## src/hdl/fetch_pkg.sv

```systemverilog
/* Widths, register map, realigner state codes and the fetch word layout
   shared by every block of the instruction fetch front end */
`default_nettype none

package fetch_pkg;

    // Datapath and byte address width
    localparam int xlen = 32;

    // Instruction memory depth in words, 1 KB of byte address space
    localparam int imem_words = 256;
    localparam int imem_aw = $clog2(imem_words);

    // AXI4-Lite register map, byte offsets
    localparam int reg_aw = 8;
    localparam logic [reg_aw-1:0] reg_ctrl      = 8'h00;
    localparam logic [reg_aw-1:0] reg_start_pc  = 8'h04;
    localparam logic [reg_aw-1:0] reg_load_addr = 8'h08;
    localparam logic [reg_aw-1:0] reg_load_data = 8'h0C;
    localparam logic [reg_aw-1:0] reg_count     = 8'h10;

    // AXI response codes
    localparam logic [1:0] axi_okay   = 2'b00;
    localparam logic [1:0] axi_slverr = 2'b10;

    // Realigner states
    localparam logic [1:0] rl_idle      = 2'b00;
    localparam logic [1:0] rl_mis_first = 2'b01;
    localparam logic [1:0] rl_mis_ack   = 2'b10;

    // One memory word, seen whole or as two halfwords
    typedef union packed {
        logic [xlen-1:0] word;
        struct packed {
            logic [xlen/2-1:0] upper;
            logic [xlen/2-1:0] lower;
        } hw;
    } fetch_word_u;

endpackage

`default_nettype wire
```

## src/hdl/fetch_regs.sv

```systemverilog
/* AXI4-Lite register block for the fetch front end: enable, start PC redirect,
   program load window into the instruction memory and a delivered count */
`timescale 1ns/100ps
`default_nettype none

module fetch_regs import fetch_pkg::*; (
    input  wire                 clk,
    input  wire                 rst_n,
    input  wire  [xlen-1:0]     awaddr,
    input  wire                 awvalid,
    output logic                awready,
    input  wire  [xlen-1:0]     wdata,
    input  wire  [xlen/8-1:0]   wstrb,
    input  wire                 wvalid,
    output logic                wready,
    output logic [1:0]          bresp,
    output logic                bvalid,
    input  wire                 bready,
    input  wire  [xlen-1:0]     araddr,
    input  wire                 arvalid,
    output logic                arready,
    output logic [xlen-1:0]     rdata,
    output logic [1:0]          rresp,
    output logic                rvalid,
    input  wire                 rready,
    input  wire                 deliver_pulse,
    output logic                fetch_en,
    output logic                redirect,
    output logic [xlen-1:0]     redirect_pc,
    output logic                load_we,
    output logic [imem_aw-1:0]  load_addr,
    output logic [xlen-1:0]     load_data
);

    logic              wr_en;
    logic              rd_en;
    logic              wr_err;
    logic [reg_aw-1:0] wr_off;
    logic [reg_aw-1:0] rd_off;
    logic [xlen-1:0]   wr_old;
    logic [xlen-1:0]   wr_val;
    logic [xlen-1:0]   rd_val;
    logic              rd_err;
    logic [xlen-1:0]   count;

    function automatic logic [xlen-1:0] strb_merge(input logic [xlen-1:0]   old_val,
                                                   input logic [xlen-1:0]   new_val,
                                                   input logic [xlen/8-1:0] strb);
        logic [xlen-1:0] res;
        res = old_val;
        for (int b = 0; b < xlen / 8; b++) begin
            if (strb[b]) begin
                res[8*b +: 8] = new_val[8*b +: 8];
            end
        end
        return res;
    endfunction

    // AW and W are taken together
    assign wr_en   = awvalid & wvalid & ~bvalid;
    assign awready = wr_en;
    assign wready  = wr_en;
    assign rd_en   = arvalid & ~rvalid;
    assign arready = rd_en;
    assign wr_off  = awaddr[reg_aw-1:0];
    assign rd_off  = araddr[reg_aw-1:0];

    always_comb begin
        wr_err = 1'b0;
        case (wr_off)
            reg_ctrl:      wr_old = {{(xlen-1){1'b0}}, fetch_en};
            reg_start_pc:  wr_old = redirect_pc;
            reg_load_addr: wr_old = {{(xlen-imem_aw){1'b0}}, load_addr};
            reg_load_data: wr_old = load_data;
            default: begin
                wr_old = '0;
                wr_err = 1'b1;
            end
        endcase
        wr_val = strb_merge(wr_old, wdata, wstrb);
    end

    always_comb begin
        rd_err = 1'b0;
        case (rd_off)
            reg_ctrl:      rd_val = {{(xlen-1){1'b0}}, fetch_en};
            reg_start_pc:  rd_val = redirect_pc;
            reg_load_addr: rd_val = {{(xlen-imem_aw){1'b0}}, load_addr};
            reg_count:     rd_val = count;
            // Load data is write only
            default: begin
                rd_val = '0;
                rd_err = 1'b1;
            end
        endcase
    end

    always_ff @(posedge clk) begin
        if (!rst_n) begin
            fetch_en    <= 1'b0;
            redirect    <= 1'b0;
            redirect_pc <= '0;
            load_we     <= 1'b0;
            load_addr   <= '0;
            count       <= '0;
            bvalid      <= 1'b0;
            rvalid      <= 1'b0;
        end else begin
            redirect <= 1'b0;
            load_we  <= 1'b0;
            // Step the load index after each stored word
            if (load_we) begin
                load_addr <= load_addr + 1'b1;
            end
            if (deliver_pulse) begin
                count <= count + 1'b1;
            end
            if (wr_en) begin
                bvalid <= 1'b1;
                case (wr_off)
                    reg_ctrl:      fetch_en <= wr_val[0];
                    reg_start_pc: begin
                        redirect_pc <= wr_val;
                        redirect    <= 1'b1;
                    end
                    reg_load_addr: load_addr <= wr_val[imem_aw-1:0];
                    reg_load_data: load_we <= 1'b1;
                    default: ;
                endcase
            end else if (bready) begin
                bvalid <= 1'b0;
            end
            if (rd_en) begin
                rvalid <= 1'b1;
            end else if (rready) begin
                rvalid <= 1'b0;
            end
        end
    end

    // Response and data payloads
    always_ff @(posedge clk) begin
        if (wr_en) begin
            bresp <= wr_err ? axi_slverr : axi_okay;
            if (wr_off == reg_load_data) begin
                load_data <= wr_val;
            end
        end
        if (rd_en) begin
            rdata <= rd_val;
            rresp <= rd_err ? axi_slverr : axi_okay;
        end
    end

endmodule

`default_nettype wire

```

## config.mk

```make
export PLATFORM = sky130hd
export DESIGN_NAME = fetch_regs
export DESIGN_NICKNAME = d
export VERILOG_FILES = /design/src/hdl/fetch_pkg.sv /design/src/hdl/fetch_regs.sv
export SDC_FILE = /design/constraint.sdc
export NUM_CORES = 1
export LEC_CHECK = 0
export BUFFER_PORTS_ARGS = -buffer_cell sky130_fd_sc_hd__buf_2
export CAP_MARGIN = 25
export CORE_ASPECT_RATIO = 1.2
export CORE_UTILIZATION = 41
export DETAILED_ROUTE_END_ITERATION = 10
export PLACE_DENSITY = 0.64
export SYNTH_ARGS = -nofsm -noshare
export SYNTH_HDL_FRONTEND = slang
export SYNTH_SLANG_ARGS = --single-unit
```

## constraint.sdc

```tcl
create_clock -name clk -period 7.7 [get_ports clk]
set_input_delay 1.54 -clock clk [delete_from_list [all_inputs] [get_ports clk]]
set_output_delay 1.54 -clock clk [all_outputs]
set_load 0.1 [all_outputs]
```

==> Word level (Yosys, flattened, before mapping) <==
Index checks and enable logic that the tools add are counted.
{ "classes": {"add_sub_neg": 2, "eq_ne": 6, "n_mux": 17, "bitwise_logic": 5, "reduce_logical": 10} }
{ "op_table": {"columns": ["op", "n"], "rows": [
  ["$pmux W32 S4", 1],
  ["$pmux W32 S3", 1],
  ["$mux W8", 7],
  ["$add A32 B1 Y32 const B", 1],
  ["$eq A8 B4 Y1 const B", 3],
  ["$eq A8 B3 Y1 const B", 2],
  ["$logic_not A8 Y1", 2],
  ["$add A8 B1 Y8 const B", 1],
  ["$eq A8 B5 Y1 const B", 1],
  ["$reduce_and A2 Y1", 4],
  ["$reduce_or A4 Y1", 2],
  ["$mux W1", 6],
  ["$mux W2", 2],
  ["$reduce_bool A2 Y1", 2],
  ["$and A1 B1 Y1", 3],
  ["$not A1 Y1", 2]
]} }
{ "totals": {"ff_bits": 145, "input_bits": 108, "output_inout_bits": 116, "word_cells": 52} }

==> Logic depth before layout (Yosys ltp) <==
{ "depth": {"word_depth": 5, "ltp_mapped": 7, "mapped_depth_nobuf": 5} }

==> Worst setup path after synthesis <==
Ideal clock, no wire load.
{ "synth_timing": {"path_type": "input-to-output", "startpoint": "input arvalid", "endpoint": "output arready", "arrival_ns": 4.284, "t_required_ns": 6.160, "slack_ns": 1.876, "path_stages": 1, "cell_sequence": "nor2b_1"} }
{ "synth_between": {"elab_chain_cells": 1} }
{ "synth_rtl": {"columns": ["item", "line", "text"], "rows": [
  ["start, declared", "fetch_regs.sv:20", "input wire arvalid,"],
  ["$and A1 B1 Y1", "fetch_regs.sv:63", "assign rd_en = arvalid & ~rvalid;"],
  ["end, declared", "fetch_regs.sv:21", "output logic arready,"]
]} }
Every way passes these cells.

==> Final worst setup path <==
Ends and elaborated chain as after synthesis.

==> out/results.env <==
WORST_EP_REQUIRED_TIME_NS=6.16
VIA_COUNT_OF_THE_FIRST_GLOBAL_ROUTING_PASS=5440
CAPTURING_POINT_OF_THE_WORST_REG2REG_PATH='count[30]$_SDFFE_PN0P_'
FMAX_MHz=236
GRT_OVERFLOW=0
YS_SEQ_AREA_SHARE_PCT=53.1
HTREEDEPTH=4
CLKTRANSATPATHREGS_NS=0.06
SETUP_TNS_NS=0
CRIT_PATH_CELL_COUNT=4
GRT_FIRST_PASS_WIRELENGTH_MM=28.3
PRE_CTS_SLACK_NS=3.36
DIODES=0
FINAL_MIN_PERIOD_OVER_CLOCK_PERIOD_PCT=55.0
IO_PINS=224
POST_CTS.RESIZED_INSTANCES=0
CELLLEAKAGEPOWER_nW=3.29
GRT_START_MAX_NET_PINS=40
CRITPATHMAXSTAGEDELAY_NS=0.52
DIE_HEIGHT_UM=141
DRV_CAP=0
PWR_DENSITY_CELL_nW_PER_UM2=225
ROUTABILITYCONGESTION=0.817
FINAL_AREA_UM2=8260
IO_BUF_COUNT=173
ANTENNA_FOUND_INITIAL=0
YOSYS_REGISTER_BITS=143
WORST_IR_DROP_ON_VDD_uV=144
HOLD_PATH_CLASS='flip-flop to flip-flop'
SYNTH.DISTINCT_CELLS=56
POST-ROUTE-DRC-COUNT=0
AREAGROWTHSYNTHTOFINISH_PCT=24.5
TIMING.CRITICAL_PATH.TO_TYPE='primary output'
HOLD_FAILS_FINAL_RPT=0
AVGSYNTHCELLAREA_UM2=10.1
CRIT_PATH_FREQUENT_CELL='buf_2'
AVG_VIAS_PER_CELL=5.52
CRITICAL_PATH.REG2REG.STARTPOINT='count[0]$_SDFFE_PN0P_'
NUM_VIAS=5694
SYNTH.TOP_CELL.AREA_SHARE_PCT=29.9
DESIGN.CORE.AREA_UM2=15700
SYNTH.LARGEST_AREA_CELL='edfxtp_1'
CLOCK_TREE_ROOT_DRIVER_CELL='clkbuf_16'
SYNTHARSTFLOPSHARE_PCT=0
FF2FF_SETUP_SLACK_NS=5.40
WORST_SETUP_PATH_STARTPOINT='arvalid'
CRITPATHTOPFAMILY='buffers and inverters'
CRITPATHARRIVALTIME_NS=2.69
SYNTH_FF_TYPE='dfxtp_1'
WORSTSETUPSTARTPOINTTYPE='input pin'
DIE_X_UM=118
MAX_SLEW_MARGIN_VS_LIMIT_PCT=31.6
CTS_HOLD_BUFFERS=0
CTS_MAX_PATH_BUFFERS=2
CRITICALPATHCATEGORY='input pin to primary output'
CRIT_END='arready'
RSZ0062_AT_GRT='no'
WORST_SLEW_PIN_SLEW_NS=1.03
SYNTH_ENABLE_FLOP_CELLS=66
SYNTH.TOP_CELLS.BY_AREA='edfxtp_1 30%, dfxtp_1 23%, o21ai_0 5.4%, nand2_1 5.3%, mux2i_1 5.1%'
OVERALL_DIE_AREA_UM2=16700
CLOCK_LATENCY_NS=0.41
DP_HPWL_MM=12.2
FILLERS=1453
TIMING.FINAL.CRIT_PERIOD_NS=4.23
SYNTHESIS.INSTANCES=659
WHS_NS=0.477
SHARE_OF_LAYOUT_CELLS_ABOVE_DRIVE_STRENGTH_1_PCT=28.3
CTS_BUFFERS=17
LAYOUT_SETUP_WS_NS=3.47
DRTITER0DRC=383
DRT-TOTAL-WL_MM=17.7
RUN_STATUS='completed'
CLOCK_TREE_FROM_TRITONCTS='yes'
GLOBAL_ROUTE.USAGE.TOTAL_PCT=21.4
DETAILEDROUTE.FIRSTPASSITERATIONCOUNT=5
CRIT_PATH_MAX_FANOUT=34
TRITONCTS_NUM_SINKS=143
YOSYSWARNINGS=0
WORSTREGTOREGCELLS=5
PLACEDINSTANCEAREA_UM2=7620
ANT_NETS=0
SYN-CELL-AREA_UM2=6630
NNETSFINAL=921
START_UTIL_PCT=42.2
CRIT_SLOWEST_CELL='buf_2'
TIMING.CRITICAL_PATH.CELLS='buf_2 > nor2b_4 > buf_4 > buf_2'
NUMBER_OF_SLEW_LIMIT_VIOLATIONS_IN_THE_FINAL_REPORT=0
TIMING.FINAL.SETUP_VIOLATIONS=0
SETUP_SKEW_NS=0.00812
CRIT_BUF_INV=3
DRT-WIRELENGTH-PER-CELL_UM=17.2
ROW_COUNT=50
POST-CTS-SETUP-BUFFER-COUNT=0
POWER_mW=1.85
==> logic make-up (layout without fill, tap and decap cells) <==
group           Yosys count  after routing  synth area share [%]
fa+ha+maj                 3              3                 0.528
xor+xnor                 14             14                  1.85
simple gates            203            203                  15.8
buf+inv                  65            228                  4.28
compound gates          189            189                  18.0
flops                   143            143                  53.1
mux                      41             41                  6.32
other cells               1              2                0.0565
==> state kept, by name (all words and copies together) (netlist names) <==
signal       flops
count           32
load_data       32
rdata           32
redirect_pc     32
load_addr        8
bresp            1
bvalid           1
fetch_en         1
load_we          1
redirect         1
rresp            1
rvalid           1
==> area by class of cell <==
type	instances	area [um2]	share of cell area (%)
multi-input combinational	452	2850	34.5
clock inverter	12	193	2.33
sequential	143	3520	42.7
timing repair buffer	181	936	11.3
tap	208	260	3.15
clock buffer	19	433	5.24
inverter	16	60.1	0.727
==> layout by cell type, fill, tap and decap left out, types with 9 or more instances in the layout <==
master / count
nand2b_1: 9
o31ai_1: 9
edfxtp_1: 66
nand2_1: 93
nand3_1: 18
a22o_1: 25
mux2i_1: 34
or3_1: 9
inv_1: 15
nor2_1: 17
a21oi_1: 44
clkbuf_16: 17
nand4_1: 10
xor2_1: 10
and4_1: 9
dfxtp_1: 77
buf_2: 173
or4_1: 9
o21ai_0: 72
==> how the worst min path moves through the flow <==
stage | from | end | cells past startpoint
finish | count[31]$_SDFFE_PN0P_ | count[31]$_SDFFE_PN0P_ | 2
global route | redirect_pc[13]$_SDFFE_PN0P_ | redirect_pc[13]$_SDFFE_PN0P_ | 2
CTS | count[31]$_SDFFE_PN0P_ | count[31]$_SDFFE_PN0P_ | 2
detailed placement | count[31]$_SDFFE_PN0P_ | count[31]$_SDFFE_PN0P_ | 2
global placement | count[31]$_SDFFE_PN0P_ | count[31]$_SDFFE_PN0P_ | 2
floorplan | count[31]$_SDFFE_PN0P_ | count[31]$_SDFFE_PN0P_ | 2
==> through the flow <==
stage                     std cells  utilization [%]
after floorplan                 660                -
after global placement          998             48.4
after detailed placement        999             48.6
after CTS                      1030             52.5
after global routing           1031             52.6
final                          1031             52.6
==> worst register-to-register path: stages (launching register included) <==
cell and delay [ns]:
dfxtp_1 0.39, ha_1 0.18, and4_1 0.36, nand4_1 0.49
or4_1 0.67, a21oi_1 0.15
==> metal layers <==
layer / GRT usage, % / wire [um]
met1: 25.9 / 7510
met5: 0 / 0
met4: 8.23 / 299
met2: 37.5 / 8870
met3: 4.38 / 1020
==> power breakdown <==
group	switching, mW	internal, mW
logic	0.131	0.0361
registers	0.00482	0.804
clock network	0.308	0.571
total	0.444	1.41
==> cells in the mapped netlist, drive strengths merged, types with 2 or more instances <==
cell,n
nand3b,3
and2,2
or3,10
dfxtp,77
nand4,11
edfxtp,66
nor2b,2
a21o,2
a222oi,7
o21ai,72
o21ba,7
inv,16
a21oi,44
o21a,6
nand2b,9
a22o,25
xor2,10
a22oi,8
nand2,93
a211oi,2
o31ai,9
a31oi,3
nor2,17
clkbuf,25
ha,2
xnor2,4
nand3,18
and4,10
or4,11
or2,2
mux2,7
buf,24
nor4,9
mux2i,34
No activity file was read; power rests on OpenSTA's default activity.
