[src/hdl/fetch_pkg.sv]
/* Widths, register map, realigner state codes and the fetch word layout
   shared by every block of the instruction fetch front end */
`default_nettype none

package fetch_pkg;

    // Datapath and byte address width
    localparam int xlen = 32;

    // Instruction memory depth in words, 1 KB of byte address space
    localparam int imem_words = 256;
    localparam int imem_aw = $clog2(imem_words);

    // AXI4-Lite register map, byte offsets
    localparam int reg_aw = 8;
    localparam logic [reg_aw-1:0] reg_ctrl      = 8'h00;
    localparam logic [reg_aw-1:0] reg_start_pc  = 8'h04;
    localparam logic [reg_aw-1:0] reg_load_addr = 8'h08;
    localparam logic [reg_aw-1:0] reg_load_data = 8'h0C;
    localparam logic [reg_aw-1:0] reg_count     = 8'h10;

    // AXI response codes
    localparam logic [1:0] axi_okay   = 2'b00;
    localparam logic [1:0] axi_slverr = 2'b10;

    // Realigner states
    localparam logic [1:0] rl_idle      = 2'b00;
    localparam logic [1:0] rl_mis_first = 2'b01;
    localparam logic [1:0] rl_mis_ack   = 2'b10;

    // One memory word, seen whole or as two halfwords
    typedef union packed {
        logic [xlen-1:0] word;
        struct packed {
            logic [xlen/2-1:0] upper;
            logic [xlen/2-1:0] lower;
        } hw;
    } fetch_word_u;

endpackage

`default_nettype wire
[src/hdl/fetch_mem_if.sv]
/* Request/acknowledge channel between a fetch requester and a word memory,
   used once from sequencer to realigner and once from realigner to memory */
`timescale 1ns/100ps
`default_nettype none

interface fetch_mem_if import fetch_pkg::*; ();

    // Requester side
    logic            req;
    logic [xlen-1:0] addr;
    logic            kill;
    logic            stall;

    // Responder side, ack one cycle after the request
    logic            ack;
    logic [xlen-1:0] rdata;

    modport requester (
        output req,
        output addr,
        output kill,
        output stall,
        input  ack,
        input  rdata
    );

    modport responder (
        input  req,
        input  addr,
        input  kill,
        input  stall,
        output ack,
        output rdata
    );

endinterface

`default_nettype wire

[src/hdl/fetch_seq.sv]
/* Fetch PC sequencer. Requests instructions through the realigner, marks
   compressed ones and hands them out on a valid/ready stream */
`timescale 1ns/100ps
`default_nettype none

module fetch_seq import fetch_pkg::*; (
    input  wire              clk,
    input  wire              rst_n,
    input  wire              fetch_en,
    input  wire              redirect,
    input  wire [xlen-1:0]   redirect_pc,
    input  wire              instr_ready,
    output logic             deliver_pulse,
    fetch_mem_if.requester   seq_ch,
    output logic             instr_valid,
    output logic [xlen-1:0]  instr,
    output logic [xlen-1:0]  instr_pc,
    output logic             instr_compressed
);

    logic [xlen-1:0] pc;
    logic [xlen-1:0] pc_next;
    logic            taken;
    fetch_word_u     word;

    assign word = seq_ch.rdata;

    // At an odd halfword PC the realigner has already moved the
    // upper halfword down, so the low halfword is always the one to decode
    assign instr_compressed = (word.hw.lower[1:0] != 2'b11);
    assign instr = instr_compressed ? {{(xlen/2){1'b0}}, word.hw.lower} : word.word;
    assign instr_pc = pc;

    // Word in flight at a kill is dropped
    assign instr_valid   = seq_ch.ack & ~redirect;
    assign taken         = instr_valid & instr_ready;
    assign deliver_pulse = taken;

    assign pc_next = pc + (instr_compressed ? xlen'(2) : xlen'(4));

    assign seq_ch.req   = fetch_en;
    assign seq_ch.kill  = redirect;
    // Back-pressure freezes realigner and memory
    assign seq_ch.stall = instr_valid & ~instr_ready;

    // Next address goes out on the handshake edge so the memory
    // starts the following fetch at once
    assign seq_ch.addr = redirect ? redirect_pc : (taken ? pc_next : pc);

    always_ff @(posedge clk) begin
        if (!rst_n) begin
            pc <= '0;
        end else begin
            pc <= seq_ch.addr;
        end
    end

endmodule

`default_nettype wire

[src/flat_wrapper.sv]
// flat-port wrapper written by rule: the top's interface ports become plain ports
module fetch_seq_flat import fetch_pkg::*;
  (clk, rst_n, fetch_en, redirect, redirect_pc, instr_ready, deliver_pulse, instr_valid, instr, instr_pc, instr_compressed, seq_ch_req, seq_ch_addr, seq_ch_kill, seq_ch_stall, seq_ch_ack, seq_ch_rdata);
  fetch_mem_if seq_ch_i ();
  input  wire clk;
  input  wire rst_n;
  input  wire fetch_en;
  input  wire redirect;
  input  wire [xlen-1:0] redirect_pc;
  input  wire instr_ready;
  output logic deliver_pulse;
  output logic instr_valid;
  output logic [xlen-1:0] instr;
  output logic [xlen-1:0] instr_pc;
  output logic instr_compressed;
  output wire logic [$bits(seq_ch_i.req)-1:0] seq_ch_req;
  output wire logic [$bits(seq_ch_i.addr)-1:0] seq_ch_addr;
  output wire logic [$bits(seq_ch_i.kill)-1:0] seq_ch_kill;
  output wire logic [$bits(seq_ch_i.stall)-1:0] seq_ch_stall;
  input wire logic [$bits(seq_ch_i.ack)-1:0] seq_ch_ack;
  input wire logic [$bits(seq_ch_i.rdata)-1:0] seq_ch_rdata;
  assign seq_ch_req = seq_ch_i.req;
  assign seq_ch_addr = seq_ch_i.addr;
  assign seq_ch_kill = seq_ch_i.kill;
  assign seq_ch_stall = seq_ch_i.stall;
  assign seq_ch_i.ack = seq_ch_ack;
  assign seq_ch_i.rdata = seq_ch_rdata;
  fetch_seq u_core (.clk(clk), .rst_n(rst_n), .fetch_en(fetch_en), .redirect(redirect), .redirect_pc(redirect_pc), .instr_ready(instr_ready), .deliver_pulse(deliver_pulse), .seq_ch(seq_ch_i), .instr_valid(instr_valid), .instr(instr), .instr_pc(instr_pc), .instr_compressed(instr_compressed));
endmodule
[config.mk]
export PLATFORM = sky130hd
export DESIGN_NAME = fetch_seq_flat
export DESIGN_NICKNAME = d
export VERILOG_FILES = /design/src/hdl/fetch_pkg.sv /design/src/hdl/fetch_mem_if.sv /design/src/hdl/fetch_seq.sv /design/src/flat_wrapper.sv
export SDC_FILE = /design/constraint.sdc
export NUM_CORES = 1
export LEC_CHECK = 0
export BUFFER_PORTS_ARGS = -buffer_cell sky130_fd_sc_hd__buf_2
export CAP_MARGIN = 10
export CORE_ASPECT_RATIO = 0.7
export CORE_UTILIZATION = 35
export DETAILED_ROUTE_END_ITERATION = 7
export GPL_TIMING_DRIVEN = 0
export PLACE_DENSITY = 0.69
export SYNTH_ARGS = -nofsm -noshare
export SYNTH_HDL_FRONTEND = slang
export SYNTH_SLANG_ARGS = --single-unit
export TNS_END_PERCENT = 10
[constraint.sdc]
create_clock -name clk -period 4.9 [get_ports clk]
set_input_delay 0.245 -clock clk [delete_from_list [all_inputs] [get_ports clk]]
set_output_delay 0.245 -clock clk [all_outputs]
set_load 0.01 [all_outputs]
After elaboration in Yosys (flattened, before gate mapping)
Cells that the tools add are included.
{"block": "classes", "bitwise_logic": 5, "eq_ne": 1, "addsub": 1, "n_mux": 4}
{"operator": "32-bit two-way mux", "n": 3}
{"operator": "32-bit adder", "n": 1}
{"operator": "1-bit bitwise AND", "n": 3}
{"operator": "3-bit two-way mux", "n": 1}
{"operator": "2-bit inequality test, second input constant", "n": 1}
{"operator": "1-bit inverter", "n": 2}
{"block": "word_totals", "wordCells": 12, "inputBits": 70, "ff_bits": 32}

Depth between registers and ports, before layout
Gate-level depths: netlist of run 1.
{"block": "depth", "word_depth": 5, "depth_mapped": 11, "ltp_nobuf": 8}

Worst setup path before layout of run 1
OpenSTA, ideal clock, no wires.
{"block": "synth_path", "kind": "input -> output", "startpoint": "in seq_ch_rdata[0]", "endpoint": "out seq_ch_addr[31]", "path_slack_ns": 2.327, "n_path_buf": 3, "path_stages": 11, "t_arrival_ns": 2.328, "path_cell_list": "buf_2 -> clkbuf_1 -> nand2_1 -> ha_1 -> ha_1 -> a31oi_1 -> or3_1 -> buf_6 -> nor4_2 -> mux2_1 -> a21oi_1"}
{"block": "synth_between", "elab_chain_len": 5}
{"item": "start, declared", "line": "flat_wrapper.sv:21", "source": "input wire logic [$bits(seq_ch_i.rdata)-1:0] seq_ch_rdata;"}
{"item": "2-bit inequality test", "line": "fetch_seq.sv:30", "source": "assign instr_compressed = (word.hw.lower[1:0] != 2'b11);"}
{"item": "3-bit two-way mux", "line": "fetch_seq.sv:39", "source": "assign pc_next = pc + (instr_compressed ? xlen'(2) : xlen'(4));"}
{"item": "32-bit adder", "line": "fetch_seq.sv:39"}
{"item": "32-bit two-way mux (2 in a row)", "line": "fetch_seq.sv:48", "source": "assign seq_ch.addr = redirect ? redirect_pc : (taken ? pc_next : pc);"}
{"item": "end, declared", "line": "flat_wrapper.sv:17", "source": "output wire logic [$bits(seq_ch_i.addr)-1:0] seq_ch_addr;"}
No other way between the ends.

Final worst setup path of run 1
Same ends and word-level chain as after synthesis.

==> run_results.csv, run 1 <==
group,metric,value,unit
pwr,peakVddDrop,0.000164,V
synth,synth_nets,388,
setup_path,critPathMaxFanout,10,
sta,slew_headroom,0.499,
synth,synthTopCellsByArea,"dfxtp_1 (25%), buf_4 (5.4%), and3_1 (5.2%)",
detailed_routing,wl_met2,3920,um
setup_path,crit_chain,"buf_2 -> buf_2 -> clkbuf_1 -> nand2_1 -> ha_1 -> ha_1 -> a31oi_1 -> or3_1 -> buf_6 -> nor4_2 -> mux2_1 -> a21oi_1 -> buf_2",
global_route,grt_max_degree,11,
finish,largest_reg_flops,32,
setup_path,cpMaxStageDelayCell,"mux2_1",
synth,syn-instance-count,316,
placement,dp.cells,566,
clock_network,cts_hold_buf,0,
detailed_routing,drc,0,
sta,worst_pin_slew,0.747,ns
synth,synth_commonest_cells,"dfxtp_1 (32), nand2_1 (25), and3_1 (21), buf_4 (18), a21oi_1 (17)",
clock_network,clock_path_buffers,2,
synth,synth_edf_count,0,
clock_network,clock_latency,0.29,ns
clock_network,post_cts_buffers,0,
synth,synth_adder_area_share,0.00996,
setup_path,crit_family,"buffers and inverters",
die,die_area,0.00753,mm2
synth,synth_compound_area_frac,0.217,
synth,yosysMostFrequentCell,"dfxtp_1",
detailed_routing,route.met3.wl,731,um
placement,numPortBuffers,156,
setup_path,cp.required,4.66,ns
die,rows,25,
detailed_routing,wire_per_inst,15.4,um
sta,hold_viol_final,0,
pwr,power.leakage,0.00180,uW
synth,async_flop_share,0,
synth,synth_top_family_by_area,"simple AND/OR/NAND/NOR gates",
setup_path,startpoint,"seq_ch_rdata[0]",
finish,final-seq-area,641,um2
synth,synth_seq_area_share,0.255,
run,drv_cap,0,
global_route,grt_pass1_wl,13500,um
synth,synth_top_area_share,0.255,
hold_path,hp-start,"redirect_pc[31]",
sta,final.setup_skew,0.00397,ns
run_status,outcome,"completed",
setup_path,regToRegStartpoint,"u_core.instr_pc[1]",
detailed_routing,drtAntennaViolNets,0,
setup_path,worst-path-stages,13,
clock_network,cts_tree,"built",
detailed_routing,drt_pass1_iterations,4,
synth,ys_ff_latch,32,
sta,fmax,0.334,GHz
detailed_routing,wl_met1,4130,um
global_route,antenna_found_initial,0,
synth,yosys.area.top_type,"dfxtp_1",
finish,syn_to_final_growth,40.0,%
sta,layout_setup_ws,1.91,ns
placement,gp_congestion,0.875,
synth,synthDistinctLibCells,56,
clock_network,htree_levels,2,
synth,synthesis.area,0.00251,mm2
clock_network,clk_pin_slew,0.08,ns
sta,fin_tns_setup,0,ns
global_route,grt_usage,0.238,
setup_path,max_stage_delay,0.38,ns
detailed_routing,vias_per_cell,5.20,
setup_path,critPathMostFrequentCell,"buf_2",
die,fp.dieH,72.9,um
sta,finalCriticalPeriod,2.99,ns
setup_path,path_class,"in -> out",
global_route,gr-total-overflow,0,
synth,synth_top_flop_cell,"dfxtp_1",
finish,multi_input_area,0.00159,mm2
clock_network,cts.sinks,32,
die,initial_core_util,0.367,
sta,min_period_over_period,0.611,
synth,synth_xor_area_frac,0.0453,
global_route,first_global_vias,2757,
finish,drive_gt1_frac,0.425,
die,ios,172,
finish,antenna_cells,0,
setup_path,reg2reg_depth,8,
die,core-area,0.00685,mm2
synth,synth-simple-area-share,0.338,
finish,final_nets,551,
setup_path,crit_arrival,2.75,ns
placement,place_ws,1.91,ns
setup_path,path_buf_inv,5,
placement,dpl.hpwl,7000,um
hold_path,hold_depth,3,
sta,rsz0062_at_grt,"false",
detailed_routing,vias,2987,
detailed_routing,finalWirelength,8840,um
clock_network,clockRootBuffer,"clkbuf_8",
finish,num-fill-cells,687,
hold_path,min_path_type,"in -> reg",
detailed_routing,drtIter0Drc,185,
synth,yosys_warnings,0,
synth,avgSynthCellArea,7.95,um2
pwr,powerDensity,221,mW/mm2
clock_network,cts_resized,0,
sta,finalMaxSlewViolations,0,
setup_path,start_kind,"primary input",
clock_network,cts_buffers,5,
die,die_x,103,um
finish,fin_cells,574,
setup_path,critPathCaptureType,"primary output",
synth,synthMuxAreaShare,0.0214,
detailed_routing,routed.top_layer,"met4",
sta,setup_viol,0,
-- through the flow --
stage	cell area [um2]	hold slack, ns	utilization	power, uW
2_1_floorplan	2510	0.367	-	423
3_3_place_gp	3410	0.513	0.498	518
3_5_place_dp	3410	0.524	0.498	522
4_1_cts	3520	0.208	0.514	782
5_1_grt	3520	0.220	0.514	818
6_report	3520	0.219	0.514	779
-- routing by layer --
metal | up-vias | track usage
li1 | 1476 | -
met1 | 1367 | 0.339
met2 | 136 | 0.370
met3 | 8 | 0.0489
met4 | 0 | 0.0485
met5 | - | 0
-- kinds of logic after synthesis --
logic type | count (synthesis)
multiplexers | 5
AND/OR/NAND/NOR | 145
flip-flops | 32
XOR/XNOR | 13
adder cells (fa/ha/maj) | 2
AO/OA/AOI/OAI | 70
buffers and inverters | 49
-- final timing paths --
| check | to | slack (ns) |
|---|---|---|
| worst max-delay path | seq_ch_addr[31] | 1.91 |
| worst min-delay path | u_core.instr_pc[31] | 0.22 |
| worst max register to register | u_core.instr_pc[31] | 2.63 |
| worst min register to register | u_core.instr_pc[29] | 0.58 |
-- layout make-up --
cell class	count	share of cell area
Buffer	37	0.0683
Tap cell	94	0.0334
Inverter	12	0.0128
Timing Repair Buffer	156	0.222
Clock buffer	6	0.0206
Clock inverter	2	0.00995
Multi-Input combinational cell	235	0.451
Sequential cell	32	0.182
-- placed cells by master (no fill, tap or decap), types with 3 or more instances in the layout --
cell type,n
a211oi_1,10
a21oi_1,17
a31oi_1,4
and2_1,11
and3_1,21
and4_1,3
buf_2,159
buf_4,18
clkbuf_1,13
clkbuf_8,6
dfxtp_1,32
inv_1,11
nand2_1,25
nand2b_1,7
nand3_1,16
nand4_1,12
nor2_1,13
nor2b_1,4
nor3_1,11
nor4_1,7
o211a_1,7
o211ai_1,4
o21a_1,7
o21ai_0,3
o31a_1,3
xnor2_1,11
-- where the power goes --
group	switching [uW]	total, uW	internal (uW)
Combinational	114	215	101
Clock	112	263	151
Sequential	24.1	301	277
-- tightest hold or removal path, delay by kind of cell --
family | cells | cell delay, ns
buffers and inverters | 2 | 0.16
AO/OA/AOI/OAI | 1 | 0.06
No activity file was read; power rests on OpenSTA's default activity.
==> inputs of run 2 (changes only) <==
--- a/config.mk
+++ b/config.mk
@@ -11,7 +11,7 @@
 export CORE_UTILIZATION = 35
 export DETAILED_ROUTE_END_ITERATION = 7
 export GPL_TIMING_DRIVEN = 0
-export PLACE_DENSITY = 0.69
+export PLACE_DENSITY = 0.72
 export SYNTH_ARGS = -nofsm -noshare
 export SYNTH_HDL_FRONTEND = slang
 export SYNTH_SLANG_ARGS = --single-unit
==> constraint.sdc (replaced) <==
create_clock -name clk -period 2.4 [get_ports clk]
set_input_delay 0.12 -clock clk [delete_from_list [all_inputs] [get_ports clk]]
set_output_delay 0.12 -clock clk [all_outputs]
set_load 0.01 [all_outputs]
==> run 2 against run 1 <==
  * The run now ends with setup timing left
  * Clock power increased by 100%
  * Via count rose by 1.3%
  * Largest cell class unchanged
  * Core utilization up 3.2 points
  * Sequential power increased by 110%
  * Final cell count rose by 0.87%
  * First-iteration DRC count shrank 12%
  * Critical path depth is 1 higher
==> run_results.csv, run 2 (same netlist as run 1, synthesis figures left out) <==
group,metric,value,unit
sta,hold_viol_final,0,
setup_path,reg2reg_depth,8,
finish,drive_gt1_frac,0.485,
setup_path,path_class,"in -> out",
hold_path,min_path_type,"in -> reg",
detailed_routing,drc,0,
pwr,intPower,1090,uW
detailed_routing,vias,3025,
sta,worst_pin_slew,0.613,ns
sta,fin_tns_setup,-0.205,ns
detailed_routing,vias_per_cell,5.22,
sta,rsz0062_at_grt,"true",
setup_path,crit_arrival,2.36,ns
global_route,grt_usage,0.239,
pwr,p_sw,517,uW
sta,layout_setup_ws,-0.0771,ns
placement,place_ws,-0.338,ns
setup_path,critPathMaxFanout,10,
detailed_routing,drtIter0Drc,163,
finish,syn_to_final_growth,48.6,%
clock_network,clk_pin_slew,0.07,ns
sta,slew_headroom,0.591,
global_route,gr-total-overflow,0,
pwr,powerDensity,431,mW/mm2
sta,min_period_over_period,1.03,
global_route,grt_pass1_wl,13800,um
die,fp.dieH,72.9,um
clock_network,cts_tree,"built",
global_route,grt_max_degree,11,
finish,final_cell_mix,"buf_2 (157), dfxtp_1 (29), buf_4 (25), nand2_1 (24), and3_1 (21)",
die,die_x,103,um
pwr,switching_share,0.321,
die,initial_core_util,0.367,
pwr,p_clk_frac,0.331,
setup_path,reg2reg_slack,0.34,ns
sta,finalCriticalPeriod,2.48,ns
run,drv_cap,0,
die,rows,25,
setup_path,r2r-end,"u_core.instr_pc[31]",
placement,numPortBuffers,156,
setup_path,startpoint,"seq_ch_rdata[0]",
clock_network,clock_latency,0.29,ns
sta,fmax,0.404,GHz
clock_network,cts_hold_buf,0,
setup_path,critPathCaptureType,"primary output",
clock_network,clock_path_buffers,2,
run_status,outcome,"complete, but fails checks",
clock_network,cts.sinks,32,
die,core-area,0.00685,mm2
finish,final_nets,556,
finish,largest_reg_flops,32,
setup_path,regToRegStartpoint,"u_core.instr_pc[2]",
placement,gp_congestion,0.835,
finish,mostFrequentLayoutCell,"buf_2",
setup_path,start_kind,"primary input",
finish,num-fill-cells,662,
detailed_routing,finalWirelength,9060,um
die,ios,172,
run_status,violations,"setup timing",
detailed_routing,wire_per_inst,15.6,um
pwr,power.leakage,0.00192,uW
sta,finalMaxSlewViolations,0,
die,die_area,0.00753,mm2
sta,final.setup_skew,0.00545,ns
placement,dpl.hpwl,6950,um
finish,antenna_cells,0,
global_route,first_global_vias,2792,
clock_network,htree_levels,2,
pwr,finalPower,1610,uW
sta,setup_viol,3,
global_route,antenna_found_initial,0,
pwr,pwr-share-seq,0.384,
clock_network,clockRootBuffer,"clkbuf_8",
setup_path,setup.worst_path.end,"seq_ch_addr[9]",
detailed_routing,drt_pass1_iterations,5,
setup_path,cp.required,2.28,ns
pwr,peakVddDrop,0.000224,V
detailed_routing,drtAntennaViolNets,0,
clock_network,cts_buffers,5,
sta,whs,0.0914,ns
pwr,combPwrFrac,0.286,
run 2: changes by cell type in the layout (fill, tap and decap cells not counted), sizes merged:
cell / before / now
buf: 179 / 185
clkbuf: 19 / 18
run 2: cell type report:
cell class	instances	area (um2)	share of cell area
plain buffers	37	260	0.0697
clock buffers	6	72.6	0.0194
clock inverters	2	35.0	0.00938
inverters	12	45.0	0.0121
multi-input cells	235	1730	0.464
flip-flops and latches	32	649	0.174
well taps	94	118	0.0315
repair buffers	161	822	0.220
run 2: stage by stage:
| step | util | cells | instance area [um2] |
|---|---|---|---|
| after CTS | 0.526 | 574 | 3600 |
| after global placement | 0.498 | 566 | 3410 |
| after global routing | 0.545 | 579 | 3740 |
| after floorplan | - | 316 | 2510 |
| after detailed placement | 0.498 | 566 | 3410 |
| final | 0.545 | 579 | 3740 |
run 2: metal layers:
metal  up-vias  share of wire  global-route usage
met2       128           0.45               0.388
li1       1478              -                   -
met3         9          0.071              0.0450
met5         -              0                   0
met4         0         0.0054              0.0407
met1      1410           0.48               0.334
run 2: worst min-delay path by stage:
| stage | startpoint | to | slack [ns] | depth (start not counted) |
|---|---|---|---|---|
| after floorplan | rst_n | u_core.instr_pc[0] | 0.24 | 1 |
| after global placement | redirect_pc[11] | u_core.instr_pc[11] | 0.39 | 3 |
| after detailed placement | redirect_pc[18] | u_core.instr_pc[18] | 0.40 | 3 |
| after CTS | redirect_pc[18] | u_core.instr_pc[18] | 0.09 | 3 |
| after global routing | redirect_pc[9] | u_core.instr_pc[9] | 0.1 | 3 |
| final | redirect_pc[18] | u_core.instr_pc[18] | 0.09 | 3 |
run 2: power groups by stage:
| stage | clock (uW) | combinational [uW] | sequential [uW] |
|---|---|---|---|
| 2_1_floorplan | 0 | 231 | 633 |
| 3_3_place_gp | 0 | 432 | 624 |
| 3_5_place_dp | 0 | 439 | 626 |
| 4_1_cts | 545 | 451 | 615 |
| 5_1_grt | 563 | 503 | 625 |
| 6_report | 532 | 460 | 618 |
run 2: worst max-delay path, cell delays in order:
cell     delay (ns)
buf_2          0.12
buf_4          0.17
buf_4          0.16
nand2_2        0.09
ha_4           0.14
ha_2           0.17
a31oi_2        0.07
or3_1          0.35
buf_6          0.14
buf_6          0.13
o31a_1         0.24
nor3_2         0.20
a21oi_1        0.07
buf_2          0.16
run 2: repair_timing:
action | CTS | global route
resized for setup | 21 | 22
setup endpoints to repair | 20 | 18
cloned | 0 | 0
buffers inserted | 0 | 5
pin swaps | 3 | 13
