### src/hdl/fetch_pkg.sv
/* Widths, register map, realigner state codes and the fetch word layout
   shared by every block of the instruction fetch front end */
`default_nettype none

package fetch_pkg;

    // Datapath and byte address width
    localparam int xlen = 32;

    // Instruction memory depth in words, 1 KB of byte address space
    localparam int imem_words = 256;
    localparam int imem_aw = $clog2(imem_words);

    // AXI4-Lite register map, byte offsets
    localparam int reg_aw = 8;
    localparam logic [reg_aw-1:0] reg_ctrl      = 8'h00;
    localparam logic [reg_aw-1:0] reg_start_pc  = 8'h04;
    localparam logic [reg_aw-1:0] reg_load_addr = 8'h08;
    localparam logic [reg_aw-1:0] reg_load_data = 8'h0C;
    localparam logic [reg_aw-1:0] reg_count     = 8'h10;

    // AXI response codes
    localparam logic [1:0] axi_okay   = 2'b00;
    localparam logic [1:0] axi_slverr = 2'b10;

    // Realigner states
    localparam logic [1:0] rl_idle      = 2'b00;
    localparam logic [1:0] rl_mis_first = 2'b01;
    localparam logic [1:0] rl_mis_ack   = 2'b10;

    // One memory word, seen whole or as two halfwords
    typedef union packed {
        logic [xlen-1:0] word;
        struct packed {
            logic [xlen/2-1:0] upper;
            logic [xlen/2-1:0] lower;
        } hw;
    } fetch_word_u;

endpackage

`default_nettype wire
### src/hdl/fetch_mem_if.sv
/* Request/acknowledge channel between a fetch requester and a word memory,
   used once from sequencer to realigner and once from realigner to memory */
`timescale 1ns/100ps
`default_nettype none

interface fetch_mem_if import fetch_pkg::*; ();

    // Requester side
    logic            req;
    logic [xlen-1:0] addr;
    logic            kill;
    logic            stall;

    // Responder side, ack one cycle after the request
    logic            ack;
    logic [xlen-1:0] rdata;

    modport requester (
        output req,
        output addr,
        output kill,
        output stall,
        input  ack,
        input  rdata
    );

    modport responder (
        input  req,
        input  addr,
        input  kill,
        input  stall,
        output ack,
        output rdata
    );

endinterface

`default_nettype wire

### src/hdl/instr_realign.sv
/* Realigner between fetch sequencer and instruction memory. Joins 32-bit
   instructions that straddle a word boundary with a second access at addr + 4 */
`timescale 1ns/100ps
`default_nettype none

module instr_realign import fetch_pkg::*; (
    input wire             clk,
    input wire             rst_n,
    fetch_mem_if.responder seq_ch,
    fetch_mem_if.requester mem_ch
);

    logic [1:0]        state;
    logic [1:0]        state_nxt;
    logic              ack_en;
    logic              conct_en;
    logic              pc_p4_en;
    logic              accepted;
    logic [xlen/2-1:0] upper_buf;
    fetch_word_u       mem_word;
    fetch_word_u       spliced;

    assign mem_word = mem_ch.rdata;
    assign accepted = mem_ch.ack & ~seq_ch.stall;

    // Buffered halfword goes low, new lower halfword goes high
    always_comb begin
        spliced.hw.upper = mem_word.hw.lower;
        spliced.hw.lower = upper_buf;
    end

    // Control passes straight through to memory
    assign mem_ch.req   = seq_ch.req;
    assign mem_ch.kill  = seq_ch.kill;
    assign mem_ch.stall = seq_ch.stall;
    assign mem_ch.addr  = (pc_p4_en & ~seq_ch.kill) ? seq_ch.addr + xlen'(4) : seq_ch.addr;

    assign seq_ch.ack   = ack_en & mem_ch.ack;
    assign seq_ch.rdata = conct_en ? spliced.word : mem_word.word;

    // Keep the upper halfword of every accepted word
    always_ff @(posedge clk) begin
        if (accepted) begin
            upper_buf <= mem_word.hw.upper;
        end
    end

    always_ff @(posedge clk) begin
        if (!rst_n) begin
            state <= rl_idle;
        end else begin
            state <= state_nxt;
        end
    end

    always_comb begin
        state_nxt = state;
        ack_en    = 1'b1;
        conct_en  = 1'b0;
        pc_p4_en  = 1'b0;
        case (state)
            rl_idle: begin
                // Hold while a stalled word waits on the stream
                if (!(mem_ch.ack && seq_ch.stall) && seq_ch.addr[1]) begin
                    state_nxt = rl_mis_first;
                end
            end
            rl_mis_first: begin
                // First word only fills the buffer
                ack_en   = 1'b0;
                conct_en = 1'b1;
                if (seq_ch.kill) begin
                    state_nxt = seq_ch.addr[1] ? rl_mis_first : rl_idle;
                end else if (accepted) begin
                    pc_p4_en  = 1'b1;
                    state_nxt = rl_mis_ack;
                end
            end
            rl_mis_ack: begin
                conct_en = 1'b1;
                // Second word access stays at addr + 4 until it is taken
                pc_p4_en = 1'b1;
                if (seq_ch.kill) begin
                    state_nxt = seq_ch.addr[1] ? rl_mis_first : rl_idle;
                end else if (accepted) begin
                    // Next PC still odd, the buffer already holds its low half
                    pc_p4_en  = seq_ch.addr[1];
                    state_nxt = seq_ch.addr[1] ? rl_mis_ack : rl_idle;
                end
            end
            default: begin
                state_nxt = rl_idle;
            end
        endcase
    end

endmodule

`default_nettype wire

### src/flat_wrapper.sv
// flat-port wrapper written by rule: the top's interface ports become plain ports
module instr_realign_flat import fetch_pkg::*;
  (clk, rst_n, seq_ch_req, seq_ch_addr, seq_ch_kill, seq_ch_stall, seq_ch_ack, seq_ch_rdata, mem_ch_req, mem_ch_addr, mem_ch_kill, mem_ch_stall, mem_ch_ack, mem_ch_rdata);
  fetch_mem_if seq_ch_i ();
  fetch_mem_if mem_ch_i ();
  input wire clk;
  input wire rst_n;
  input wire logic [$bits(seq_ch_i.req)-1:0] seq_ch_req;
  input wire logic [$bits(seq_ch_i.addr)-1:0] seq_ch_addr;
  input wire logic [$bits(seq_ch_i.kill)-1:0] seq_ch_kill;
  input wire logic [$bits(seq_ch_i.stall)-1:0] seq_ch_stall;
  output wire logic [$bits(seq_ch_i.ack)-1:0] seq_ch_ack;
  output wire logic [$bits(seq_ch_i.rdata)-1:0] seq_ch_rdata;
  output wire logic [$bits(mem_ch_i.req)-1:0] mem_ch_req;
  output wire logic [$bits(mem_ch_i.addr)-1:0] mem_ch_addr;
  output wire logic [$bits(mem_ch_i.kill)-1:0] mem_ch_kill;
  output wire logic [$bits(mem_ch_i.stall)-1:0] mem_ch_stall;
  input wire logic [$bits(mem_ch_i.ack)-1:0] mem_ch_ack;
  input wire logic [$bits(mem_ch_i.rdata)-1:0] mem_ch_rdata;
  assign seq_ch_i.req = seq_ch_req;
  assign seq_ch_i.addr = seq_ch_addr;
  assign seq_ch_i.kill = seq_ch_kill;
  assign seq_ch_i.stall = seq_ch_stall;
  assign seq_ch_ack = seq_ch_i.ack;
  assign seq_ch_rdata = seq_ch_i.rdata;
  assign mem_ch_req = mem_ch_i.req;
  assign mem_ch_addr = mem_ch_i.addr;
  assign mem_ch_kill = mem_ch_i.kill;
  assign mem_ch_stall = mem_ch_i.stall;
  assign mem_ch_i.ack = mem_ch_ack;
  assign mem_ch_i.rdata = mem_ch_rdata;
  instr_realign u_core (.clk(clk), .rst_n(rst_n), .seq_ch(seq_ch_i), .mem_ch(mem_ch_i));
endmodule
### config.mk
export PLATFORM = sky130hd
export DESIGN_NAME = instr_realign_flat
export DESIGN_NICKNAME = d
export VERILOG_FILES = /design/src/hdl/fetch_pkg.sv /design/src/hdl/fetch_mem_if.sv /design/src/hdl/instr_realign.sv /design/src/flat_wrapper.sv
export SDC_FILE = /design/constraint.sdc
export NUM_CORES = 1
export LEC_CHECK = 0
export BUFFER_PORTS_ARGS = -buffer_cell sky130_fd_sc_hd__clkbuf_2
export CAP_MARGIN = 25
export CORE_MARGIN = 2
export CORE_UTILIZATION = 44
export DETAILED_ROUTE_END_ITERATION = 8
export HOLD_SLACK_MARGIN = 0.03
export PLACE_DENSITY = 0.86
export SLEW_MARGIN = 20
export SYNTH_ARGS = -nofsm -noshare
export SYNTH_HDL_FRONTEND = slang
export SYNTH_SLANG_ARGS = --single-unit
### constraint.sdc
create_clock -name clk -period 4.6 [get_ports clk]
set_input_delay 0.23 -clock clk [delete_from_list [all_inputs] [get_ports clk]]
set_output_delay 0.23 -clock clk [all_outputs]
set_load 0.01 [all_outputs]
After elaboration in Yosys (flattened, before gate mapping)

Cells that the tools add are included.

$add $sub $neg: 1
Equality and inequality tests: 5
Mux-type cells: 17
Bitwise logic cells: 5
Reductions and logical operators: 6

Operators with widths:

| cell                    | number |
|---|---|
| $mux W32                | 2 |
| $add A32 B3 Y32 const B | 1 |
| $mux W2                 | 6 |
| $mux W1                 | 7 |
| $ne A3 B2 Y1 const B    | 2 |
| $pmux W2 S3             | 1 |
| $and A1 B1 Y1           | 3 |
| $reduce_and A3 Y1       | 1 |
| $eq A2 B1 Y1 const B    | 1 |
| $eq A2 B2 Y1 const B    | 1 |
| $logic_and A1 B1 Y1     | 2 |
| $logic_not A2 Y1        | 1 |
| $ne A2 B1 Y1 const B    | 1 |
| $not A1 Y1              | 2 |
| $pmux W1 S2             | 1 |
| $reduce_or A2 Y1        | 1 |
| $logic_not A1 Y1        | 1 |

Register bits after elaboration: 18
Bits of input ports: 70
Output and inout port bits: 68
Word-level logic and storage cells: 36

Logic depth before layout (Yosys ltp)

Gate-level depths: netlist (run 1).

Word-level depth: 7
Mapped depth: 8
Gate-level depth less buffers: 6

Least setup slack after synthesis (run 1)

Ideal clock, no wire load.

Path type: register to output
From: register u_core.state[0]
To: output port mem_ch_addr[20]
Arrival time: 1.890 ns
Required time: 4.370 ns
Setup slack: 2.480 ns
Cell stages (with the launch flop): 8
Buffers on the path: 1
Cells stage by stage: dfxtp_1 > inv_1 > ha_1 > clkbuf_8 > and4b_2 > nand4_1 > nor4b_1 > xor2_1

Word-level cells in the longest chain between the ends: 4
Elaborated cells between the ends (all ways): 5
Those cells by class: 2 x eq/ne; 2 x mux; 1 x bitwise

RTL lines:

| element                                      | RTL line            | text |
|---|---|---|
| start, declared                              | instr_realign.sv:13 | `logic [1:0] state;` |
| start signal, assigned                       | instr_realign.sv:50 | `state <= rl_idle;` |
| start signal, assigned                       | instr_realign.sv:52 | `state <= state_nxt;` |
| $eq A2 B2 Y1 or $eq A2 B1 Y1 (tied branches) | instr_realign.sv:61 | `case (state)` |
| $pmux W1 S2 (*)                              | instr_realign.sv:61 |  |
| $and A1 B1 Y1 (*)                            | instr_realign.sv:36 | `assign mem_ch.addr = (pc_p4_en & ~seq_ch.kill) ? seq_ch.addr + xlen'(4) : seq_ch.addr;` |
| $mux W32 (*)                                 | instr_realign.sv:36 |  |
| end, declared                                | flat_wrapper.sv:15  | `output wire logic [$bits(mem_ch_i.addr)-1:0] mem_ch_addr;` |

Every way passes the cells marked *; elsewhere a longest branch is shown, timed or not.

Worst setup path in the final report (run 1)

From: register u_core.state[0]
To: output port mem_ch_addr[24]

The elaborated chain is that of the path after synthesis.

==> results.sh, run 1 <==
export IMPL_powerDensity_nw_per_um2=251
export IMPL_cts_tree="yes"
export IMPL_postSynthCellCount=186
export IMPL_p_leak_nw=1.19
export IMPL_syn_avg_cell_area_um2=10.1
export IMPL_fmax_mhz=331
export IMPL_post_cts_buffers=0
export IMPL_ys_warn_count=0
export IMPL_die_y_um=69.4
export IMPL_ir_drop_v=0.000192
export IMPL_ant_nets=0
export IMPL_synthDistinctLibCells=39
export IMPL_cp_required_ns=4.37
export IMPL_drive_above_1_share_pct=57.4
export IMPL_layout_cells_non_filler=362
export IMPL_critical_path_max_fanout=37
export IMPL_numClockSinks=18
export IMPL_cp_data_arrival_time_ns=2.79
export IMPL_async_flop_share_pct=0
export IMPL_rows=23
export IMPL_maxCapViolations=0
export IMPL_final_hold_viol_count=0
export IMPL_grt_pass1_vias=1936
export IMPL_num_nets_final=388
export IMPL_status="completed"
export IMPL_rsz0062_at_grt="no"
export IMPL_path_cells="inv_1 -> ha_1 -> buf_4 -> and4b_2 -> nand4_1 -> nor4b_1 -> xor2_1 -> clkbuf_2"
export IMPL_grt_pass1_wl_um=9080
export IMPL_reg2reg_depth=6
export IMPL_finalCritPeriodShare_pct=65.7
export IMPL_hold_ws_ns=0.167
export IMPL_fill_cells=387
export IMPL_met3_length_um=313
export IMPL_min_period_ns=3.02
export IMPL_whs_endpoint="u_core.upper_buf[11]"
export IMPL_grt_usage_pct=22.5
export IMPL_vias=1960
export IMPL_crit_path_start_kind="register"
export IMPL_endpoint_kind="primary output"
export IMPL_wl_met2_um=2980
export IMPL_hp_start="mem_ch_rdata[27]"
export IMPL_place_gp_congestion=0.920
export IMPL_worstSkewPairLatency_ns=0.25
export IMPL_slew_headroom_pct=42.8
export IMPL_drc=0
export IMPL_fp_coreArea_um2=4060
export IMPL_wirelength_um=5430
export IMPL_viasPerCell=5.41
export IMPL_grt_ovfl_total=0
export IMPL_syn_num_nets=261
export IMPL_crit_family="simple AND/OR/NAND/NOR gates"
export IMPL_wl_met1_um=2040
export IMPL_synth_area_um2=1880
export IMPL_final_common_cell="clkbuf_2"
export IMPL_antenna_found_initial=0
export IMPL_cp_num_buf_inv=3
export IMPL_skew_ns=0.0000140
export IMPL_start_util_pct=46.3
export IMPL_startpoint="u_core.state[0]"
export IMPL_ctsHoldBuffers=0
export IMPL_cpPeakStageDelay_ns=0.48
export IMPL_ctsResizeCount=0
export IMPL_layout_common_cells="133 x clkbuf_2, 33 x mux2_2, 16 x edfxtp_1"
export IMPL_synth_seq_cells=18
export IMPL_ys_flop_type="edfxtp_1"
export IMPL_crit_type="register to primary output"
export IMPL_worstReg2RegEnd="u_core.state[1]"
export IMPL_tightest_slew_ns=0.851
export IMPL_cts_max_level=1
export IMPL_wire_per_inst_um=15.0
export IMPL_r2r_slack_ns=3.01
export IMPL_reg2reg_from="u_core.state[1]"
export IMPL_die_w_um=69.4
export IMPL_top_layer="met4"
export IMPL_clockBufferDepth=2
export IMPL_hold_depth=1
export IMPL_synth_enable_flop_cells=16
export IMPL_cts_root_buf="clkbuf_8"
export IMPL_firstDrtPassIters=4
export IMPL_slew_viol_final=0
export IMPL_cts_made_buffers=3
export IMPL_die_area_um2=4810
export IMPL_clk_pin_slew_ns=0.07
export IMPL_drtIter0Drc=124
export IMPL_layout_setup_ws_ns=1.58
export IMPL_setup_viol=0
export IMPL_grt_max_degree=38
export IMPL_area_growth_pct=36.6
export IMPL_dp_final_hpwl_um=4520
export IMPL_preCtsSetupSlack_ns=1.86
export IMPL_dpl_cell_count=358
export IMPL_crit_slowest_cell="nor4b_1"
export IMPL_ys_seq_area_share_pct=27.7
export IMPL_io_pins=138
export IMPL_port_buffers=133
export IMPL_tns_ns=0
export IMPL_diodes=0
export IMPL_final_core_util_pct=63.3
export IMPL_hold_path_class="input pin to register"
==> layout make-up <==
class | count | area, um2 | share of cell area, %
timing repair buffer | 135 | 681 | 26.5
multi-input combinational | 151 | 1240 | 48.4
tap | 50 | 62.6 | 2.44
inverter | 4 | 15.0 | 0.585
sequential | 18 | 520 | 20.3
clock buffer | 3 | 41.3 | 1.61
clock inverter | 1 | 3.75 | 0.146
==> stage by stage <==
step	power, mW	instance area [um2]
2_1_floorplan	0.413	1880
3_3_place_gp	0.526	2520
3_5_place_dp	0.537	2520
4_1_cts	0.649	2570
5_1_grt	0.685	2570
6_report	0.644	2570
==> kinds of logic (layout without fill, tap and decap cells) <==
logic type | count (synthesis) | count (layout) | share of synthesized area [%]
adders and majority gates | 5 | 5 | 3.33
and+or+nand+nor | 75 | 75 | 25.1
xor gates and xnor gates | 29 | 29 | 13.5
muxes | 35 | 35 | 20.8
DFF | 18 | 18 | 27.7
AOI/OAI and AO/OA | 7 | 7 | 3.40
buffers and inverters | 17 | 143 | 6.12
==> layer usage <==
layer / up-vias / global-route usage (%)
met1: 919 / 25.9
li1: 953 / -
met2: 74 / 43.1
met4: 0 / 4.58
met5: - / 0
met3: 14 / 4.07
==> registers in the layout (all words and copies together) (netlist names) <==
register / cells
u_core.upper_buf: 16
u_core.state: 2
==> Yosys cell counts, types with 2 or more instances <==
library cell | n | share of area [%]
nand2_1 | 9 | 1.8
nor4b_1 | 2 | 0.93
and2_1 | 2 | 0.67
dfxtp_1 | 2 | 2.1
mux2_2 | 33 | 20
xnor2_1 | 15 | 7.0
and3_1 | 3 | 1.0
buf_4 | 7 | 2.8
inv_1 | 4 | 0.80
mux2i_1 | 2 | 1.1
xor2_1 | 14 | 6.5
nor3b_1 | 2 | 0.80
nor2b_1 | 4 | 1.3
and4_1 | 7 | 3.3
clkbuf_1 | 3 | 0.60
nor3_1 | 8 | 2.1
nand4_1 | 10 | 3.3
nand4b_1 | 2 | 0.93
ha_1 | 5 | 3.3
nand3_1 | 11 | 2.9
nor2_1 | 5 | 1.0
nor4_1 | 3 | 1.0
edfxtp_1 | 16 | 26
buf_6 | 2 | 1.2
==> worst max-delay path by stage <==
stage                            to  depth (start not counted)
floorplan           mem_ch_addr[20]                          7
global placement    mem_ch_addr[20]                          8
detailed placement  mem_ch_addr[24]                          8
CTS                 mem_ch_addr[24]                          8
global route        mem_ch_addr[20]                          8
finish              mem_ch_addr[24]                          8
==> power by group <==
part           internal, mW  total [mW]  switching (mW)
registers             0.191       0.197         0.00539
logic                 0.164       0.335           0.171
clock network        0.0593       0.111          0.0521
total                 0.415       0.644           0.228
No activity file was read; power rests on OpenSTA's default activity.
==> run 2: changes to the inputs <==
- CORE_UTILIZATION: 44 -> 37
- PLACE_DENSITY: 0.86 -> 0.77
- clock period: 4.6 -> 2.65 ns (I/O delays scaled with it)
==> results.sh, run 2 (synthesis gave the netlist of run 1 again) <==
export IMPL_status="completed"
export IMPL_top_regs="u_core.upper_buf (16), u_core.state (2)"
export IMPL_viasPerCell=5.09
export IMPL_grt_usage_pct=16.3
export IMPL_cp_data_arrival_time_ns=2.31
export IMPL_io_pins=138
export IMPL_fill_cells=463
export IMPL_largest_reg_flops=16
export IMPL_die_y_um=75.3
export IMPL_setup_viol=0
export IMPL_finalCritPeriodShare_pct=92.3
export IMPL_layout_common_cells="133 x clkbuf_2, 33 x mux2_2, 16 x edfxtp_1"
export IMPL_cts_tree="yes"
export IMPL_total_power_mw=1.11
export IMPL_die_w_um=75.3
export IMPL_r2r_slack_ns=1.04
export IMPL_dp_final_hpwl_um=4270
export IMPL_firstDrtPassIters=4
export IMPL_final_common_cell="clkbuf_2"
export IMPL_wirelength_um=5110
export IMPL_ir_drop_v=0.000241
export IMPL_multi_input_comb_area_um2=1240
export IMPL_drc=0
export IMPL_min_period_ns=2.44
export IMPL_fp_coreArea_um2=4820
export IMPL_powerDensity_nw_per_um2=430
export IMPL_antenna_found_initial=0
export IMPL_grt_ovfl_total=0
export IMPL_cts_max_level=1
export IMPL_reg2reg_from="u_core.state[1]"
export IMPL_hold_path_class="input pin to register"
export IMPL_cp_endpoint="mem_ch_addr[20]"
export IMPL_critical_path_max_fanout=7
export IMPL_preCtsSetupSlack_ns=0.483
export IMPL_vias=1928
export IMPL_regArea_um2=520
export IMPL_skew_ns=0.0000520
export IMPL_drive_above_1_share_pct=57.4
export IMPL_ctsHoldBuffers=0
export IMPL_grt_pass1_wl_um=7200
export IMPL_area_growth_pct=37.7
export IMPL_ant_nets=0
export IMPL_port_buffers=133
export IMPL_rows=25
export IMPL_slew_headroom_pct=43.0
export IMPL_grt_pass1_vias=1597
export IMPL_ctsResizeCount=0
export IMPL_drtIter0Drc=104
export IMPL_maxCapViolations=0
export IMPL_cpPeakStageDelay_ns=0.42
export IMPL_num_nets_final=388
export IMPL_grt_max_degree=36
export IMPL_cts_root_buf="clkbuf_8"
export IMPL_worstReg2RegEnd="u_core.state[1]"
export IMPL_crit_slowest_cell="nor4b_1"
export IMPL_path_cells="inv_1 -> ha_1 -> and4b_2 -> nand4_1 -> nor4b_1 -> xor2_1 -> clkbuf_2"
export IMPL_crit_type="register to primary output"
export IMPL_die_area_um2=5670
export IMPL_clk_pin_slew_ns=0.06
export IMPL_clockBufferDepth=2
export IMPL_startpoint="u_core.state[1]"
export IMPL_slew_viol_final=0
export IMPL_cts_made_buffers=3
export IMPL_wire_per_inst_um=13.5
export IMPL_regMostFlops="u_core.upper_buf"
export IMPL_endpoint_kind="primary output"
export IMPL_numClockSinks=18
export IMPL_place_gp_congestion=0.859
export IMPL_final_hold_viol_count=0
export IMPL_reg2reg_depth=6
export IMPL_start_util_pct=39.0
export IMPL_crit_path_start_kind="register"
export IMPL_cp_required_ns=2.52
export IMPL_fmax_mhz=409
export IMPL_rsz0062_at_grt="yes"
export IMPL_worstSkewPairLatency_ns=0.24
export IMPL_layout_setup_ws_ns=0.205
export IMPL_tightest_slew_ns=0.848
export IMPL_diodes=0
export IMPL_p_leak_nw=1.19
export IMPL_post_cts_buffers=0
## run 2: cell count changes in the layout (fill, tap and decap cells not counted)
cell      delta
clkinv_1     -1
clkbuf_1     +1
## run 2: through the flow
stage	area, um2	TNS, ns	hold WS (ns)	instances	util, %
floorplan	1880	0	0.231	186	-
global placement	2540	0	0.265	375	52.8
detailed placement	2540	0	0.265	375	52.8
CTS	2590	0	0.0655	379	53.7
global route	2590	-0.0143	0.0584	379	53.7
finish	2590	0	0.0729	379	53.7
## run 2: how the worst min path moves through the flow
stage,from,end,slack (ns),depth (start not counted)
floorplan,mem_ch_rdata[16],u_core.upper_buf[0],0.23,0
finish,mem_ch_rdata[18],u_core.upper_buf[2],0.07,1
CTS,mem_ch_rdata[18],u_core.upper_buf[2],0.07,1
global placement,seq_ch_addr[0],mem_ch_addr[0],0.27,0
detailed placement,seq_ch_addr[0],mem_ch_addr[0],0.27,0
global route,mem_ch_rdata[24],u_core.upper_buf[8],0.06,1
## run 2: power breakdown
part,switching [mW],internal (mW)
sequential,0.00959,0.332
combinational,0.296,0.286
clock,0.0821,0.106
total,0.388,0.725
## run 2: critical path, delay by kind of cell (launching register included)
kind,cells,cell delay [ns]
buffers and inverters,2,0.23
XOR/XNOR,1,0.18
flip-flops,1,0.39
AND/OR/NAND/NOR,3,0.94
adder cells (fa/ha/maj),1,0.32
## run 2: area by class of cell
class,count,area share (%)
multi-input combinational,151,48.0
timing repair buffer,135,26.3
sequential,18,20.1
tap,67,3.24
clock buffer,4,1.74
inverter,4,0.580
## run 2: layer usage
layer | part of all wire [%] | GRT usage (%)
met1 | 43 | 21.5
met2 | 52 | 27.6
met3 | 4.7 | 3.21
met4 | 0.78 | 3.70
met5 | 0 | 0
==> run 3: changes to the inputs <==
- CORE_UTILIZATION: 37 -> 35
- PLACE_DENSITY: 0.77 -> 0.74
- clock period: 2.65 -> 2.2 ns (I/O delays scaled with it)
==> results.sh, run 3 (synthesis gave the netlist of run 1 again) <==
export IMPL_cts_made_buffers=3
export IMPL_powerDensity_nw_per_um2=508
export IMPL_status="completed"
export IMPL_clockBufferDepth=2
export IMPL_numClockSinks=18
export IMPL_r2r_slack_ns=0.59
export IMPL_crit_slowest_cell="dfxtp_4"
export IMPL_critical_path_max_fanout=7
export IMPL_setup_viol=0
export IMPL_slew_headroom_pct=65.5
export IMPL_antenna_found_initial=0
export IMPL_hp_start="mem_ch_rdata[24]"
export IMPL_endpoint_kind="primary output"
export IMPL_top_regs="u_core.upper_buf (16), u_core.state (2)"
export IMPL_p_leak_nw=1.32
export IMPL_regMostFlops="u_core.upper_buf"
export IMPL_fmax_mhz=472
export IMPL_min_period_ns=2.12
export IMPL_cpPeakStageDelay_ns=0.36
export IMPL_largest_reg_flops=16
export IMPL_cp_num_buf_inv=3
export IMPL_diodes=0
export IMPL_cp_data_arrival_time_ns=2.01
export IMPL_cp_required_ns=2.09
export IMPL_cts_root_buf="clkbuf_8"
export IMPL_grt_ovfl_total=0
export IMPL_cts_tree="yes"
export IMPL_grt_pass1_wl_um=8630
export IMPL_port_buffers=133
export IMPL_fp_coreArea_um2=5140
export IMPL_crit_path_start_kind="register"
export IMPL_hold_depth=1
export IMPL_tightest_slew_ns=0.516
export IMPL_path_cells="buf_6 -> ha_4 -> and4bb_2 -> buf_4 -> a22o_2 -> nand3_1 -> xnor2_1 -> clkbuf_2"
export IMPL_die_area_um2=5970
export IMPL_clk_pin_slew_ns=0.07
export IMPL_final_hold_viol_count=0
export IMPL_skew_ns=0.0000128
export IMPL_die_w_um=77.3
export IMPL_ir_drop_v=0.000291
export IMPL_io_pins=138
export IMPL_maxCapViolations=0
export IMPL_final_common_cell="clkbuf_2"
export IMPL_worstReg2RegEnd="u_core.state[0]"
export IMPL_grt_usage_pct=17.6
export IMPL_viasPerCell=5.09
export IMPL_area_growth_pct=49.7
export IMPL_reg2reg_depth=6
export IMPL_whs_endpoint="u_core.upper_buf[8]"
export IMPL_reg2reg_from="u_core.state[0]"
export IMPL_drive_above_1_share_pct=62.7
export IMPL_die_y_um=77.3
export IMPL_wirelength_um=5660
export IMPL_grt_pass1_vias=1871
export IMPL_cts_max_level=1
export IMPL_worstSkewPairLatency_ns=0.24
export IMPL_finalCritPeriodShare_pct=96.4
export IMPL_wire_per_inst_um=14.4
export IMPL_dp_final_hpwl_um=4480
export IMPL_grt_max_degree=34
export IMPL_crit_family="buffers and inverters"
export IMPL_hold_path_class="input pin to register"
export IMPL_drtIter0Drc=73
export IMPL_crit_type="register to primary output"
export IMPL_vias=2004
export IMPL_num_nets_final=400
export IMPL_layout_common_cells="128 x clkbuf_2, 33 x mux2_2, 16 x edfxtp_1"
export IMPL_fill_cells=490
export IMPL_hold_ws_ns=0.0480
export IMPL_ant_nets=0
export IMPL_drc=0
export IMPL_slew_viol_final=0
export IMPL_rows=26
export IMPL_firstDrtPassIters=4
export IMPL_start_util_pct=36.6
export IMPL_total_power_mw=1.43
export IMPL_place_gp_congestion=0.802
run 3: report_power, final:
group / total [mW] / switching, mW / internal (mW)
Combinational: 0.786 / 0.388 / 0.398
Clock: 0.227 / 0.0993 / 0.128
Sequential: 0.415 / 0.0119 / 0.403
Total: 1.43 / 0.499 / 0.929
run 3: metal layers:
metal	wire, um	part of all wire, %	track usage (%)
met5	0	0	0
met4	61	1.1	4.11
met3	274	4.8	4.47
met2	3140	55	33.0
met1	2180	39	19.7
run 3: worst register-to-register path, stage by stage, from the launching register on:
cell and delay, ns:
dfxtp_4 0.36, inv_2 0.08, ha_1 0.25, nor2_1 0.09
o32ai_1 0.41, mux2i_1 0.26, nor2b_1 0.06
run 3: per-stage QoR:
step                area [um2]  TNS, ns  util (%)  cells  setup slack, ns
finish                    2810        0      54.7    394           0.0799
global route              2810  -0.0252      54.7    394          -0.0252
CTS                       2720        0      52.9    391          0.00797
detailed placement        2580        0      50.3    383           0.0264
global placement          2580        0      50.3    383           0.0854
floorplan                 1880        0         -    186            0.200
run 3: final cells by class:
| cell class | instances | area, um2 | area share (%) |
|---|---|---|---|
| multi-input combinational | 152 | 1350 | 48.1 |
| inverter | 4 | 15.0 | 0.534 |
| timing repair buffer | 146 | 787 | 28.0 |
| sequential | 18 | 526 | 18.7 |
| clock buffer | 4 | 45.0 | 1.60 |
| tap | 70 | 87.6 | 3.11 |
run 3: what timing repair did:
action,CTS,global route
hold buffers,0,0
gates resized for setup,11,19
pin swaps,2,11
hold endpoints to repair,0,0
setup endpoints to repair,15,16
buffers inserted,3,3
gates cloned,1,0
run 3: worst max path at each step:
stage                                from  cells past startpoint         endpoint  slack (ns)
after CTS                 u_core.state[0]                      8  mem_ch_addr[31]       0.008
after global routing      u_core.state[0]                      8  mem_ch_addr[20]       -0.03
after floorplan           u_core.state[0]                      7  mem_ch_addr[20]        0.20
after global placement    u_core.state[0]                      8  mem_ch_addr[14]        0.09
after detailed placement  u_core.state[0]                      8  mem_ch_addr[14]        0.03
final                     u_core.state[0]                      8  mem_ch_addr[15]        0.08
